**src/hdl/stream_mux_pkg.sv**
```systemverilog
package stream_mux_pkg;

    // ~~~~~~~~~~~~~~~~~~~~~~~~~~~~~~~~~~~~~~~~
    // tree shape
    // ~~~~~~~~~~~~~~~~~~~~~~~~~~~~~~~~~~~~~~~~

    // number of rx streams.
    localparam int stream_inputs = 4;

    // node levels with the root at level 0.
    localparam int tree_depth = (stream_inputs > 1) ? $clog2(stream_inputs) : 1;

    // leaf count after padding to a power of two.
    localparam int tree_slots = 2 ** tree_depth;

    // heap entries for nodes plus leaves.
    localparam int tree_links = (2 * tree_slots) - 1;

    // ~~~~~~~~~~~~~~~~~~~~~~~~~~~~~~~~~~~~~~~~
    // beat fields
    // ~~~~~~~~~~~~~~~~~~~~~~~~~~~~~~~~~~~~~~~~

    localparam int tdata_bytes = 4;                 // bytes per beat.
    localparam int tdata_width = 8 * tdata_bytes;   // bits per beat.

    // source id with one bit per tree level.
    localparam int tid_width = tree_depth;

    typedef logic [tdata_width-1:0] tdata_t;        // data word.
    typedef logic [tdata_bytes-1:0] tkeep_t;        // byte enables.
    typedef logic [tid_width-1:0]   tid_t;          // source number.

    // a beat with tid k came in on rx k.
    // the ingress stamps the whole tid,
    // the nodes only carry it up.

endpackage

```
**src/hdl/stream_mux_egress.sv**
```systemverilog
module stream_mux_egress
    import stream_mux_pkg::*;
(
    input  logic   aclk,
    input  logic   arst_n,

    // from the tree root.
    input  logic   s_tvalid,
    output logic   s_tready,
    input  tdata_t s_tdata,
    input  tkeep_t s_tkeep,
    input  logic   s_tlast,
    input  tid_t   s_tid,

    // tx port.
    output logic   tx_tvalid,
    input  logic   tx_tready,
    output tdata_t tx_tdata,
    output tkeep_t tx_tkeep,
    output logic   tx_tlast,
    output tid_t   tx_tid
);

    // ~~~~~~~~~~~~~~~~~~~~~~~~~~~~~~~~~~~~~~~~
    // skid entry
    // ~~~~~~~~~~~~~~~~~~~~~~~~~~~~~~~~~~~~~~~~

    logic   skid_valid;     // overflow beat held.
    tdata_t skid_tdata;
    tkeep_t skid_tkeep;
    logic   skid_tlast;
    tid_t   skid_tid;

    logic   main_load;      // main register may take a beat.
    logic   s_take;         // upstream transfer.

    // ready from a flop only, tx_tready never reaches the root.
    assign s_tready  = !skid_valid;
    assign s_take    = s_tvalid && s_tready;
    assign main_load = !tx_tvalid || tx_tready;

    always_ff @(posedge aclk or negedge arst_n) begin
        if (!arst_n) begin
            tx_tvalid  <= 1'b0;
            skid_valid <= 1'b0;
        end else if (main_load) begin
            // skid drains first.
            tx_tvalid  <= skid_valid || s_take;
            skid_valid <= 1'b0;
        end else if (s_take) begin
            skid_valid <= 1'b1;             // tx stalled, park it.
        end
    end

    // ~~~~~~~~~~~~~~~~~~~~~~~~~~~~~~~~~~~~~~~~
    // payload
    // ~~~~~~~~~~~~~~~~~~~~~~~~~~~~~~~~~~~~~~~~

    always_ff @(posedge aclk) begin
        if (main_load && skid_valid) begin
            tx_tdata <= skid_tdata;         // older beat.
            tx_tkeep <= skid_tkeep;
            tx_tlast <= skid_tlast;
            tx_tid   <= skid_tid;
        end else if (main_load && s_take) begin
            tx_tdata <= s_tdata;
            tx_tkeep <= s_tkeep;
            tx_tlast <= s_tlast;
            tx_tid   <= s_tid;
        end

        if (!main_load && s_take) begin
            skid_tdata <= s_tdata;
            skid_tkeep <= s_tkeep;
            skid_tlast <= s_tlast;
            skid_tid   <= s_tid;
        end
    end

endmodule

```
**src/hdl/stream_mux_ingress.sv**
```systemverilog
module stream_mux_ingress
    import stream_mux_pkg::*;
(
    // rx side, one entry per stream.
    input  logic   rx_tvalid   [stream_inputs],
    output logic   rx_tready   [stream_inputs],
    input  tdata_t rx_tdata    [stream_inputs],
    input  tkeep_t rx_tkeep    [stream_inputs],
    input  logic   rx_tlast    [stream_inputs],

    // leaf side, padded to tree_slots.
    output logic   leaf_tvalid [tree_slots],
    input  logic   leaf_tready [tree_slots],
    output tdata_t leaf_tdata  [tree_slots],
    output tkeep_t leaf_tkeep  [tree_slots],
    output logic   leaf_tlast  [tree_slots],
    output tid_t   leaf_tid    [tree_slots]
);

    // ~~~~~~~~~~~~~~~~~~~~~~~~~~~~~~~~~~~~~~~~
    // slot mapping
    // ~~~~~~~~~~~~~~~~~~~~~~~~~~~~~~~~~~~~~~~~

    // rx k lands on leaf k.
    // no registers here, the leaf sees rx directly.

    for (genvar k = 0; k < tree_slots; k++) begin : g_slot
        if (k < stream_inputs) begin : g_used
            assign leaf_tvalid[k] = rx_tvalid[k];
            assign leaf_tdata[k]  = rx_tdata[k];
            assign leaf_tkeep[k]  = rx_tkeep[k];
            assign leaf_tlast[k]  = rx_tlast[k];
            assign leaf_tid[k]    = tid_t'(k);        // stamp source.

            // backpressure straight from the leaf node.
            assign rx_tready[k] = leaf_tready[k];
        end else begin : g_pad
            // padding slot, never requests.
            assign leaf_tvalid[k] = 1'b0;
            assign leaf_tdata[k]  = '0;               // don't care.
            assign leaf_tkeep[k]  = '0;               // don't care.
            assign leaf_tlast[k]  = 1'b0;
            assign leaf_tid[k]    = tid_t'(k);

            // tready of this slot goes nowhere.
        end
    end

    // the node above a pad slot only ever grants its
    // other child, so the pad's tready is never seen
    // high together with a valid beat.

endmodule

```
**src/hdl/stream_mux_node.sv**
```systemverilog
module stream_mux_node
    import stream_mux_pkg::*;
(
    input  logic   aclk,
    input  logic   arst_n,

    // child a.
    input  logic   a_tvalid,
    output logic   a_tready,
    input  tdata_t a_tdata,
    input  tkeep_t a_tkeep,
    input  logic   a_tlast,
    input  tid_t   a_tid,

    // child b.
    input  logic   b_tvalid,
    output logic   b_tready,
    input  tdata_t b_tdata,
    input  tkeep_t b_tkeep,
    input  logic   b_tlast,
    input  tid_t   b_tid,

    // parent.
    output logic   m_tvalid,
    input  logic   m_tready,
    output tdata_t m_tdata,
    output tkeep_t m_tkeep,
    output logic   m_tlast,
    output tid_t   m_tid
);

    // ~~~~~~~~~~~~~~~~~~~~~~~~~~~~~~~~~~~~~~~~
    // arbiter state
    // ~~~~~~~~~~~~~~~~~~~~~~~~~~~~~~~~~~~~~~~~

    logic locked;       // packet in progress.
    logic lock_sel;     // child that owns the packet.
    logic rr_ptr;       // favored child on a tie.

    logic grant;        // 0 picks a, 1 picks b.
    logic grant_valid;  // granted child has a beat.
    logic grant_last;   // that beat closes the packet.
    logic out_free;     // output register empty or draining.
    logic take;         // beat accepted this cycle.

    // pick a child.
    always_comb begin
        if (locked) begin
            grant = lock_sel;               // stay on the open packet.
        end else if (a_tvalid && b_tvalid) begin
            grant = rr_ptr;                 // both wait, take turns.
        end else begin
            // lone requester wins.
            // idle parks on a.
            grant = b_tvalid;
        end
    end

    assign grant_valid = grant ? b_tvalid : a_tvalid;
    assign grant_last  = grant ? b_tlast  : a_tlast;

    // room when empty or the parent pulls this cycle.
    assign out_free = !m_tvalid || m_tready;
    assign take     = grant_valid && out_free;

    // only the granted side sees ready.
    assign a_tready = out_free && !grant;
    assign b_tready = out_free && grant;

    // ~~~~~~~~~~~~~~~~~~~~~~~~~~~~~~~~~~~~~~~~
    // lock and pointer
    // ~~~~~~~~~~~~~~~~~~~~~~~~~~~~~~~~~~~~~~~~

    always_ff @(posedge aclk or negedge arst_n) begin
        if (!arst_n) begin
            locked   <= 1'b0;
            lock_sel <= 1'b0;
            rr_ptr   <= 1'b0;               // child a first.
        end else if (take) begin
            if (grant_last) begin
                // packet done.
                locked <= 1'b0;
                rr_ptr <= !grant;           // other child next.
            end else begin
                locked   <= 1'b1;
                lock_sel <= grant;
            end
        end
    end

    // ~~~~~~~~~~~~~~~~~~~~~~~~~~~~~~~~~~~~~~~~
    // output register
    // ~~~~~~~~~~~~~~~~~~~~~~~~~~~~~~~~~~~~~~~~

    // valid bit.
    always_ff @(posedge aclk or negedge arst_n) begin
        if (!arst_n) begin
            m_tvalid <= 1'b0;
        end else if (out_free) begin
            m_tvalid <= grant_valid;        // refill or go empty.
        end
    end

    // payload, loads only on accept.
    always_ff @(posedge aclk) begin
        if (take) begin
            if (grant) begin
                m_tdata <= b_tdata;
                m_tkeep <= b_tkeep;
                m_tlast <= b_tlast;
                m_tid   <= b_tid;
            end else begin
                m_tdata <= a_tdata;
                m_tkeep <= a_tkeep;
                m_tlast <= a_tlast;
                m_tid   <= a_tid;
            end
        end
    end

    // one beat of latency per node.
    // a full register that stalls holds its beat
    // and drops ready on both children.

endmodule

```
**src/hdl/stream_mux_top.sv**
```systemverilog
module stream_mux_top
    import stream_mux_pkg::*;
(
    input  logic   aclk,
    input  logic   arst_n,

    // rx streams.
    input  logic   rx_tvalid [stream_inputs],
    output logic   rx_tready [stream_inputs],
    input  tdata_t rx_tdata  [stream_inputs],
    input  tkeep_t rx_tkeep  [stream_inputs],
    input  logic   rx_tlast  [stream_inputs],

    // merged stream.
    output logic   tx_tvalid,
    input  logic   tx_tready,
    output tdata_t tx_tdata,
    output tkeep_t tx_tkeep,
    output logic   tx_tlast,
    output tid_t   tx_tid
);

    // heap order, 0 is the root.
    // children of i sit at 2i+1 and 2i+2.
    logic   lvl_tvalid [tree_links];
    logic   lvl_tready [tree_links];
    tdata_t lvl_tdata  [tree_links];
    tkeep_t lvl_tkeep  [tree_links];
    logic   lvl_tlast  [tree_links];
    tid_t   lvl_tid    [tree_links];

    // leaves fill the upper half of the heap.
    stream_mux_ingress i_ingress (
        .rx_tvalid   (rx_tvalid),
        .rx_tready   (rx_tready),
        .rx_tdata    (rx_tdata),
        .rx_tkeep    (rx_tkeep),
        .rx_tlast    (rx_tlast),
        .leaf_tvalid (lvl_tvalid[tree_slots-1:tree_links-1]),
        .leaf_tready (lvl_tready[tree_slots-1:tree_links-1]),
        .leaf_tdata  (lvl_tdata[tree_slots-1:tree_links-1]),
        .leaf_tkeep  (lvl_tkeep[tree_slots-1:tree_links-1]),
        .leaf_tlast  (lvl_tlast[tree_slots-1:tree_links-1]),
        .leaf_tid    (lvl_tid[tree_slots-1:tree_links-1])
    );

    // ~~~~~~~~~~~~~~~~~~~~~~~~~~~~~~~~~~~~~~~~
    // arbitration tree
    // ~~~~~~~~~~~~~~~~~~~~~~~~~~~~~~~~~~~~~~~~

    for (genvar lvl = 0; lvl < tree_depth; lvl++) begin : g_level
        for (genvar pos = 0; pos < 2 ** lvl; pos++) begin : g_pos
            localparam int n = (2 ** lvl) - 1 + pos;     // own heap entry.

            stream_mux_node i_node (
                .aclk     (aclk),
                .arst_n   (arst_n),
                .a_tvalid (lvl_tvalid[2*n+1]),
                .a_tready (lvl_tready[2*n+1]),
                .a_tdata  (lvl_tdata[2*n+1]),
                .a_tkeep  (lvl_tkeep[2*n+1]),
                .a_tlast  (lvl_tlast[2*n+1]),
                .a_tid    (lvl_tid[2*n+1]),
                .b_tvalid (lvl_tvalid[2*n+2]),
                .b_tready (lvl_tready[2*n+2]),
                .b_tdata  (lvl_tdata[2*n+2]),
                .b_tkeep  (lvl_tkeep[2*n+2]),
                .b_tlast  (lvl_tlast[2*n+2]),
                .b_tid    (lvl_tid[2*n+2]),
                .m_tvalid (lvl_tvalid[n]),
                .m_tready (lvl_tready[n]),
                .m_tdata  (lvl_tdata[n]),
                .m_tkeep  (lvl_tkeep[n]),
                .m_tlast  (lvl_tlast[n]),
                .m_tid    (lvl_tid[n])
            );
        end
    end

    // root drains into the skid buffer.
    stream_mux_egress i_egress (
        .aclk      (aclk),
        .arst_n    (arst_n),
        .s_tvalid  (lvl_tvalid[0]),
        .s_tready  (lvl_tready[0]),
        .s_tdata   (lvl_tdata[0]),
        .s_tkeep   (lvl_tkeep[0]),
        .s_tlast   (lvl_tlast[0]),
        .s_tid     (lvl_tid[0]),
        .tx_tvalid (tx_tvalid),
        .tx_tready (tx_tready),
        .tx_tdata  (tx_tdata),
        .tx_tkeep  (tx_tkeep),
        .tx_tlast  (tx_tlast),
        .tx_tid    (tx_tid)
    );

endmodule

```
**config.mk**
```make
export PLATFORM = sky130hd
export DESIGN_NAME = stream_mux_top
export DESIGN_NICKNAME = d
export VERILOG_FILES = /design/src/hdl/stream_mux_pkg.sv /design/src/hdl/stream_mux_egress.sv /design/src/hdl/stream_mux_ingress.sv /design/src/hdl/stream_mux_node.sv /design/src/hdl/stream_mux_top.sv
export SDC_FILE = /design/constraint.sdc
export NUM_CORES = 1
export LEC_CHECK = 0
export BUFFER_PORTS_ARGS = -buffer_cell sky130_fd_sc_hd__buf_4
export CORE_MARGIN = 2
export CORE_UTILIZATION = 35
export DETAILED_ROUTE_END_ITERATION = 8
export GPL_TIMING_DRIVEN = 0
export HOLD_SLACK_MARGIN = 0.1
export PLACE_DENSITY = 0.63
export SYNTH_ARGS = -nofsm -noshare
export SYNTH_HDL_FRONTEND = slang
export SYNTH_HIERARCHICAL = 1
export SYNTH_SLANG_ARGS = --single-unit
export TNS_END_PERCENT = 1
```
**constraint.sdc**
```tcl
create_clock -name aclk -period 4.7 [get_ports aclk]
set_clock_uncertainty 0.05 [all_clocks]
set_input_delay 0.94 -clock aclk [delete_from_list [all_inputs] [get_ports aclk]]
set_output_delay 0.94 -clock aclk [all_outputs]
set_load 0.05 [all_outputs]
```
==> metrics.md <==
| Metric | Value |
|---|---|
| Antenna violations before repair | `0` |
| Die H | `172.5 µm` |
| Worst skew pair latency | `0.51 ns` |
| Global routing's busiest layer | `met2` |
| Die Span X | `172.5 µm` |
| DR vias | `around 4800` |
| Antenna diode count | `0` |
| Area share of the largest cell type after synthesis | `0.5893` |
| LEAKAGE | `4.519 nW` |
| CTS Buf Count | `24` |
| Critical Path AT | `2.45 ns` |
| Unrepaired setup endpoints after global routing | `false` |
| Placed Cells | `1071` |
| Post-synthesis instance total | `633` |
| Post-synth ARST share | `0.06699` |
| IO Count | `199` |
| Initial DRT Pass Iterations | `4` |
| Top cells by area, synth | `edfxtp_1, mux2_2, buf_4` |
| Cts repair resizes | `0` |
| End of the worst register-to-register path | `g_level[1].g_pos[1].i_node/m_tdata[8]$_DFFE_PP_` |
| Number of global-route vias before repair | `4943` |
| Avg WL per Cell | `16.68 µm` |
| CP Capture Type | `output port` |
| Worst setup path class | `reg -> out` |
| Max Fanout on Critical Path | `10` |
| Starting density of the core | `0.3567` |
| Peak supply drop | `~0.27 mV` |
| NumNets Final | `874` |
| Critical Path RT | `3.71 ns` |
| Root Buffer | `clkbuf_16` |
| Non-Filler Instances | `between 1000 and 1500` |
| Met1 Resource Use GR | `0.1582` |
| Clock transition at the registers of the reported paths | `0.06 ns` |
| P&R area growth vs syn | `18.19%` |
| Share of post-route cells with drive strength above 1 | `0.5631` |
| Register bit total from synthesis | `209` |
| Final core utilization | `0.4216` |
| R2r worst-path depth | `8` |
| TNS Setup | `0 ns` |
| Row Count | `just over 60` |
| Max Cap Viol | `0` |
| Normalized max-slew margin | `0.5569` |
| Tmin final | `3.444 ns` |
| Pre-CTS setup slack | `1.390 ns` |
| Routed WL | `18590 µm` |
| Leading area contributor after synthesis | `edfxtp_1` |
| Vias/cell | `4.286` |
| Clock sink total | `between 200 and 250` |
| Global-route met3 utilization | `0.02129` |
| Met2 GRT Util | `0.2143` |
| Post-route cell area | `between 10000 and 15000 µm²` |
| Final worst path period share | `0.7329` |
| H-tree lvl count | `1` |
| Ys Warns | `6` |
| GRT overflow | `0` |
| FILL cells | `roughly 2600` |
| Final Hold Vio Count | `0` |
| Syn Std Cell Area | `around 9900 µm²` |
| Count of final setup violators | `0` |
| Unique masters post-synth | `26` |
| Final worst slack | `1.256 ns` |
| Largest net degree at the start of global routing | `26` |
| PD cells | `721.2 nW/µm²` |
| Post-synth EDFFs | `195` |
| Hold WC Path Type | `in -> async` |
| Worst R2R Start | `g_level[1].g_pos[0].i_node/m_tvalid$_DFFE_PN0N_` |
| CTS tree | `yes` |
| CORE AREA | `27860 µm²` |
| PortBufs | `46` |
| Hpwl dp | `12900 µm` |
| Sequential area share after synthesis | `0.6245` |
| Gp weighted congestion | `between 0.7 and 0.8` |
| Initial DRC count | `222` |
| Crit start category | `register` |
| Top FF cell, synth | `edfxtp_1` |
| Drt drc | `0` |
| Total Routing Usage GR | `0.1237` |
| DIE AREA | `29750 µm²` |
| Post-Syn Area per Cell | `15.70 µm²` |
| Maximum buffer depth of the clock tree | `3` |
| Setup bufs post-CTS | `0` |
| Remaining antenna violation count after routing | `0` |
| Outcome | `finished, final reports clean` |
| Max Fclk | `290.3 MHz` |
| CTS hold repair buffers | `0` |
| Global-route wire length before repair | `27700 µm` |
| DP Area | `roughly 11000 µm²` |
| R2r setup slk | `1.92 ns` |
| Pins Over Slew Limit | `0` |
| Worst-Margin Slew | `roughly 0.66 ns` |
## worst max-delay path by stage
stage | from | to | slack, ns
floorplan | tx_tready | i_egress/skid_tdata[0]$_DFFE_PP_ | 0.14
global placement | tx_tready | i_egress/skid_tdata[15]$_DFFE_PP_ | -2.23
detailed placement | rx_tvalid[3] | rx_tready[2] | 1.39
CTS | g_level[1].g_pos[0].i_node/m_tvalid$_DFFE_PN0N_ | rx_tready[2] | 1.17
global route | g_level[1].g_pos[0].i_node/m_tvalid$_DFFE_PN0N_ | rx_tready[2] | 1.07
finish | g_level[1].g_pos[0].i_node/m_tvalid$_DFFE_PN0N_ | rx_tready[2] | 1.26
## through the flow
step	total power [W]	hold WS, ns
3_3_place_gp	0.006528	0.3737
4_1_cts	0.008637	0.2112
6_report	0.008471	0.2255
2_1_floorplan	0.005664	0.3704
3_5_place_dp	0.006650	0.3832
5_1_grt	0.008945	0.2166
## layout by cell type, fill, tap and decap left out, types with 4 or more instances in the layout
master,count
buf_6,18
nor2b_1,12
nand2b_1,6
nand2_1,13
buf_4,210
clkbuf_1,5
a21oi_1,12
buf_12,4
nor2_1,8
inv_1,4
mux2_1,24
mux2_2,122
nand2b_4,4
bufinv_16,4
clkbuf_16,25
conb_1,8
mux2_4,10
edfxtp_1,195
dfrtp_1,14
## final cells by class
type	count	area (µm²)	share of cell area
clock inverters	12	163.9	0.01396
inverters	7	26.28	0.002237
well taps	378	473.0	0.04027
multi-input cells	243	2335	0.1988
flip-flops and latches	209	6206	0.5284
clock buffers	32	671.9	0.05721
repair buffers	54	470.5	0.04006
plain buffers	180	1399	0.1191
## sequential cells by signal (all words and copies together), names as in the netlist
| name | cells |
|---|---|
| i_egress/tx_tid | 2 |
| g_level.g_pos.i_node/lock_sel | 3 |
| g_level.g_pos.i_node/m_tkeep | 12 |
| i_egress/skid_valid | 1 |
| g_level.g_pos.i_node/m_tdata | 96 |
| i_egress/tx_tlast | 1 |
| g_level.g_pos.i_node/locked | 3 |
| i_egress/tx_tvalid | 1 |
| g_level.g_pos.i_node/m_tvalid | 3 |
| i_egress/skid_tdata | 32 |
| g_level.g_pos.i_node/rr_ptr | 3 |
| i_egress/skid_tlast | 1 |
| i_egress/skid_tid | 2 |
| i_egress/tx_tdata | 32 |
| i_egress/tx_tkeep | 4 |
| g_level.g_pos.i_node/m_tlast | 3 |
| g_level.g_pos.i_node/m_tid | 6 |
| i_egress/skid_tkeep | 4 |
## cell usage after synthesis, types with 4 or more instances
library cell	n
buf_4	164
nor2_1	8
edfxtp_1	195
inv_1	7
nor2b_1	12
buf_6	14
mux2_4	10
nand2_1	13
mux2_2	122
dfrtp_1	14
nand2b_4	4
nand2b_1	6
a21oi_1	12
mux2_1	24
## routing by layer
layer | part of all wire | up-vias
met5 | 0 | -
met4 | 0.020 | 0
met3 | 0.049 | 30
met2 | 0.50 | 128
met1 | 0.43 | 2320
li1 | - | 2301
## where the power goes
group / switching (W) / internal (W)
clock: 0.000718 / 0.00122
combinational: 0.00177 / 0.00125
sequential: 0.000274 / 0.00324
total: 0.00276 / 0.00571
## cell families after synthesis
logic type,count (synthesis),synth area share
compound gates,28,0.01964
flops,209,0.6245
mux,159,0.1836
simple gates,48,0.02808
buf+inv,187,0.1434
other cells,2,0.0007558
## worst max-delay path: stages (launching register included)
cell and delay, ns:
dfrtp_1 0.42, nor2b_1 0.17, o21ai_4 0.34, buf_6 0.22, nor2_1 0.07, nand2b_1 0.22
and2_1 0.20, buf_4 0.12, buf_4 0.18
Note: power is estimated with default switching activity, not from simulation.
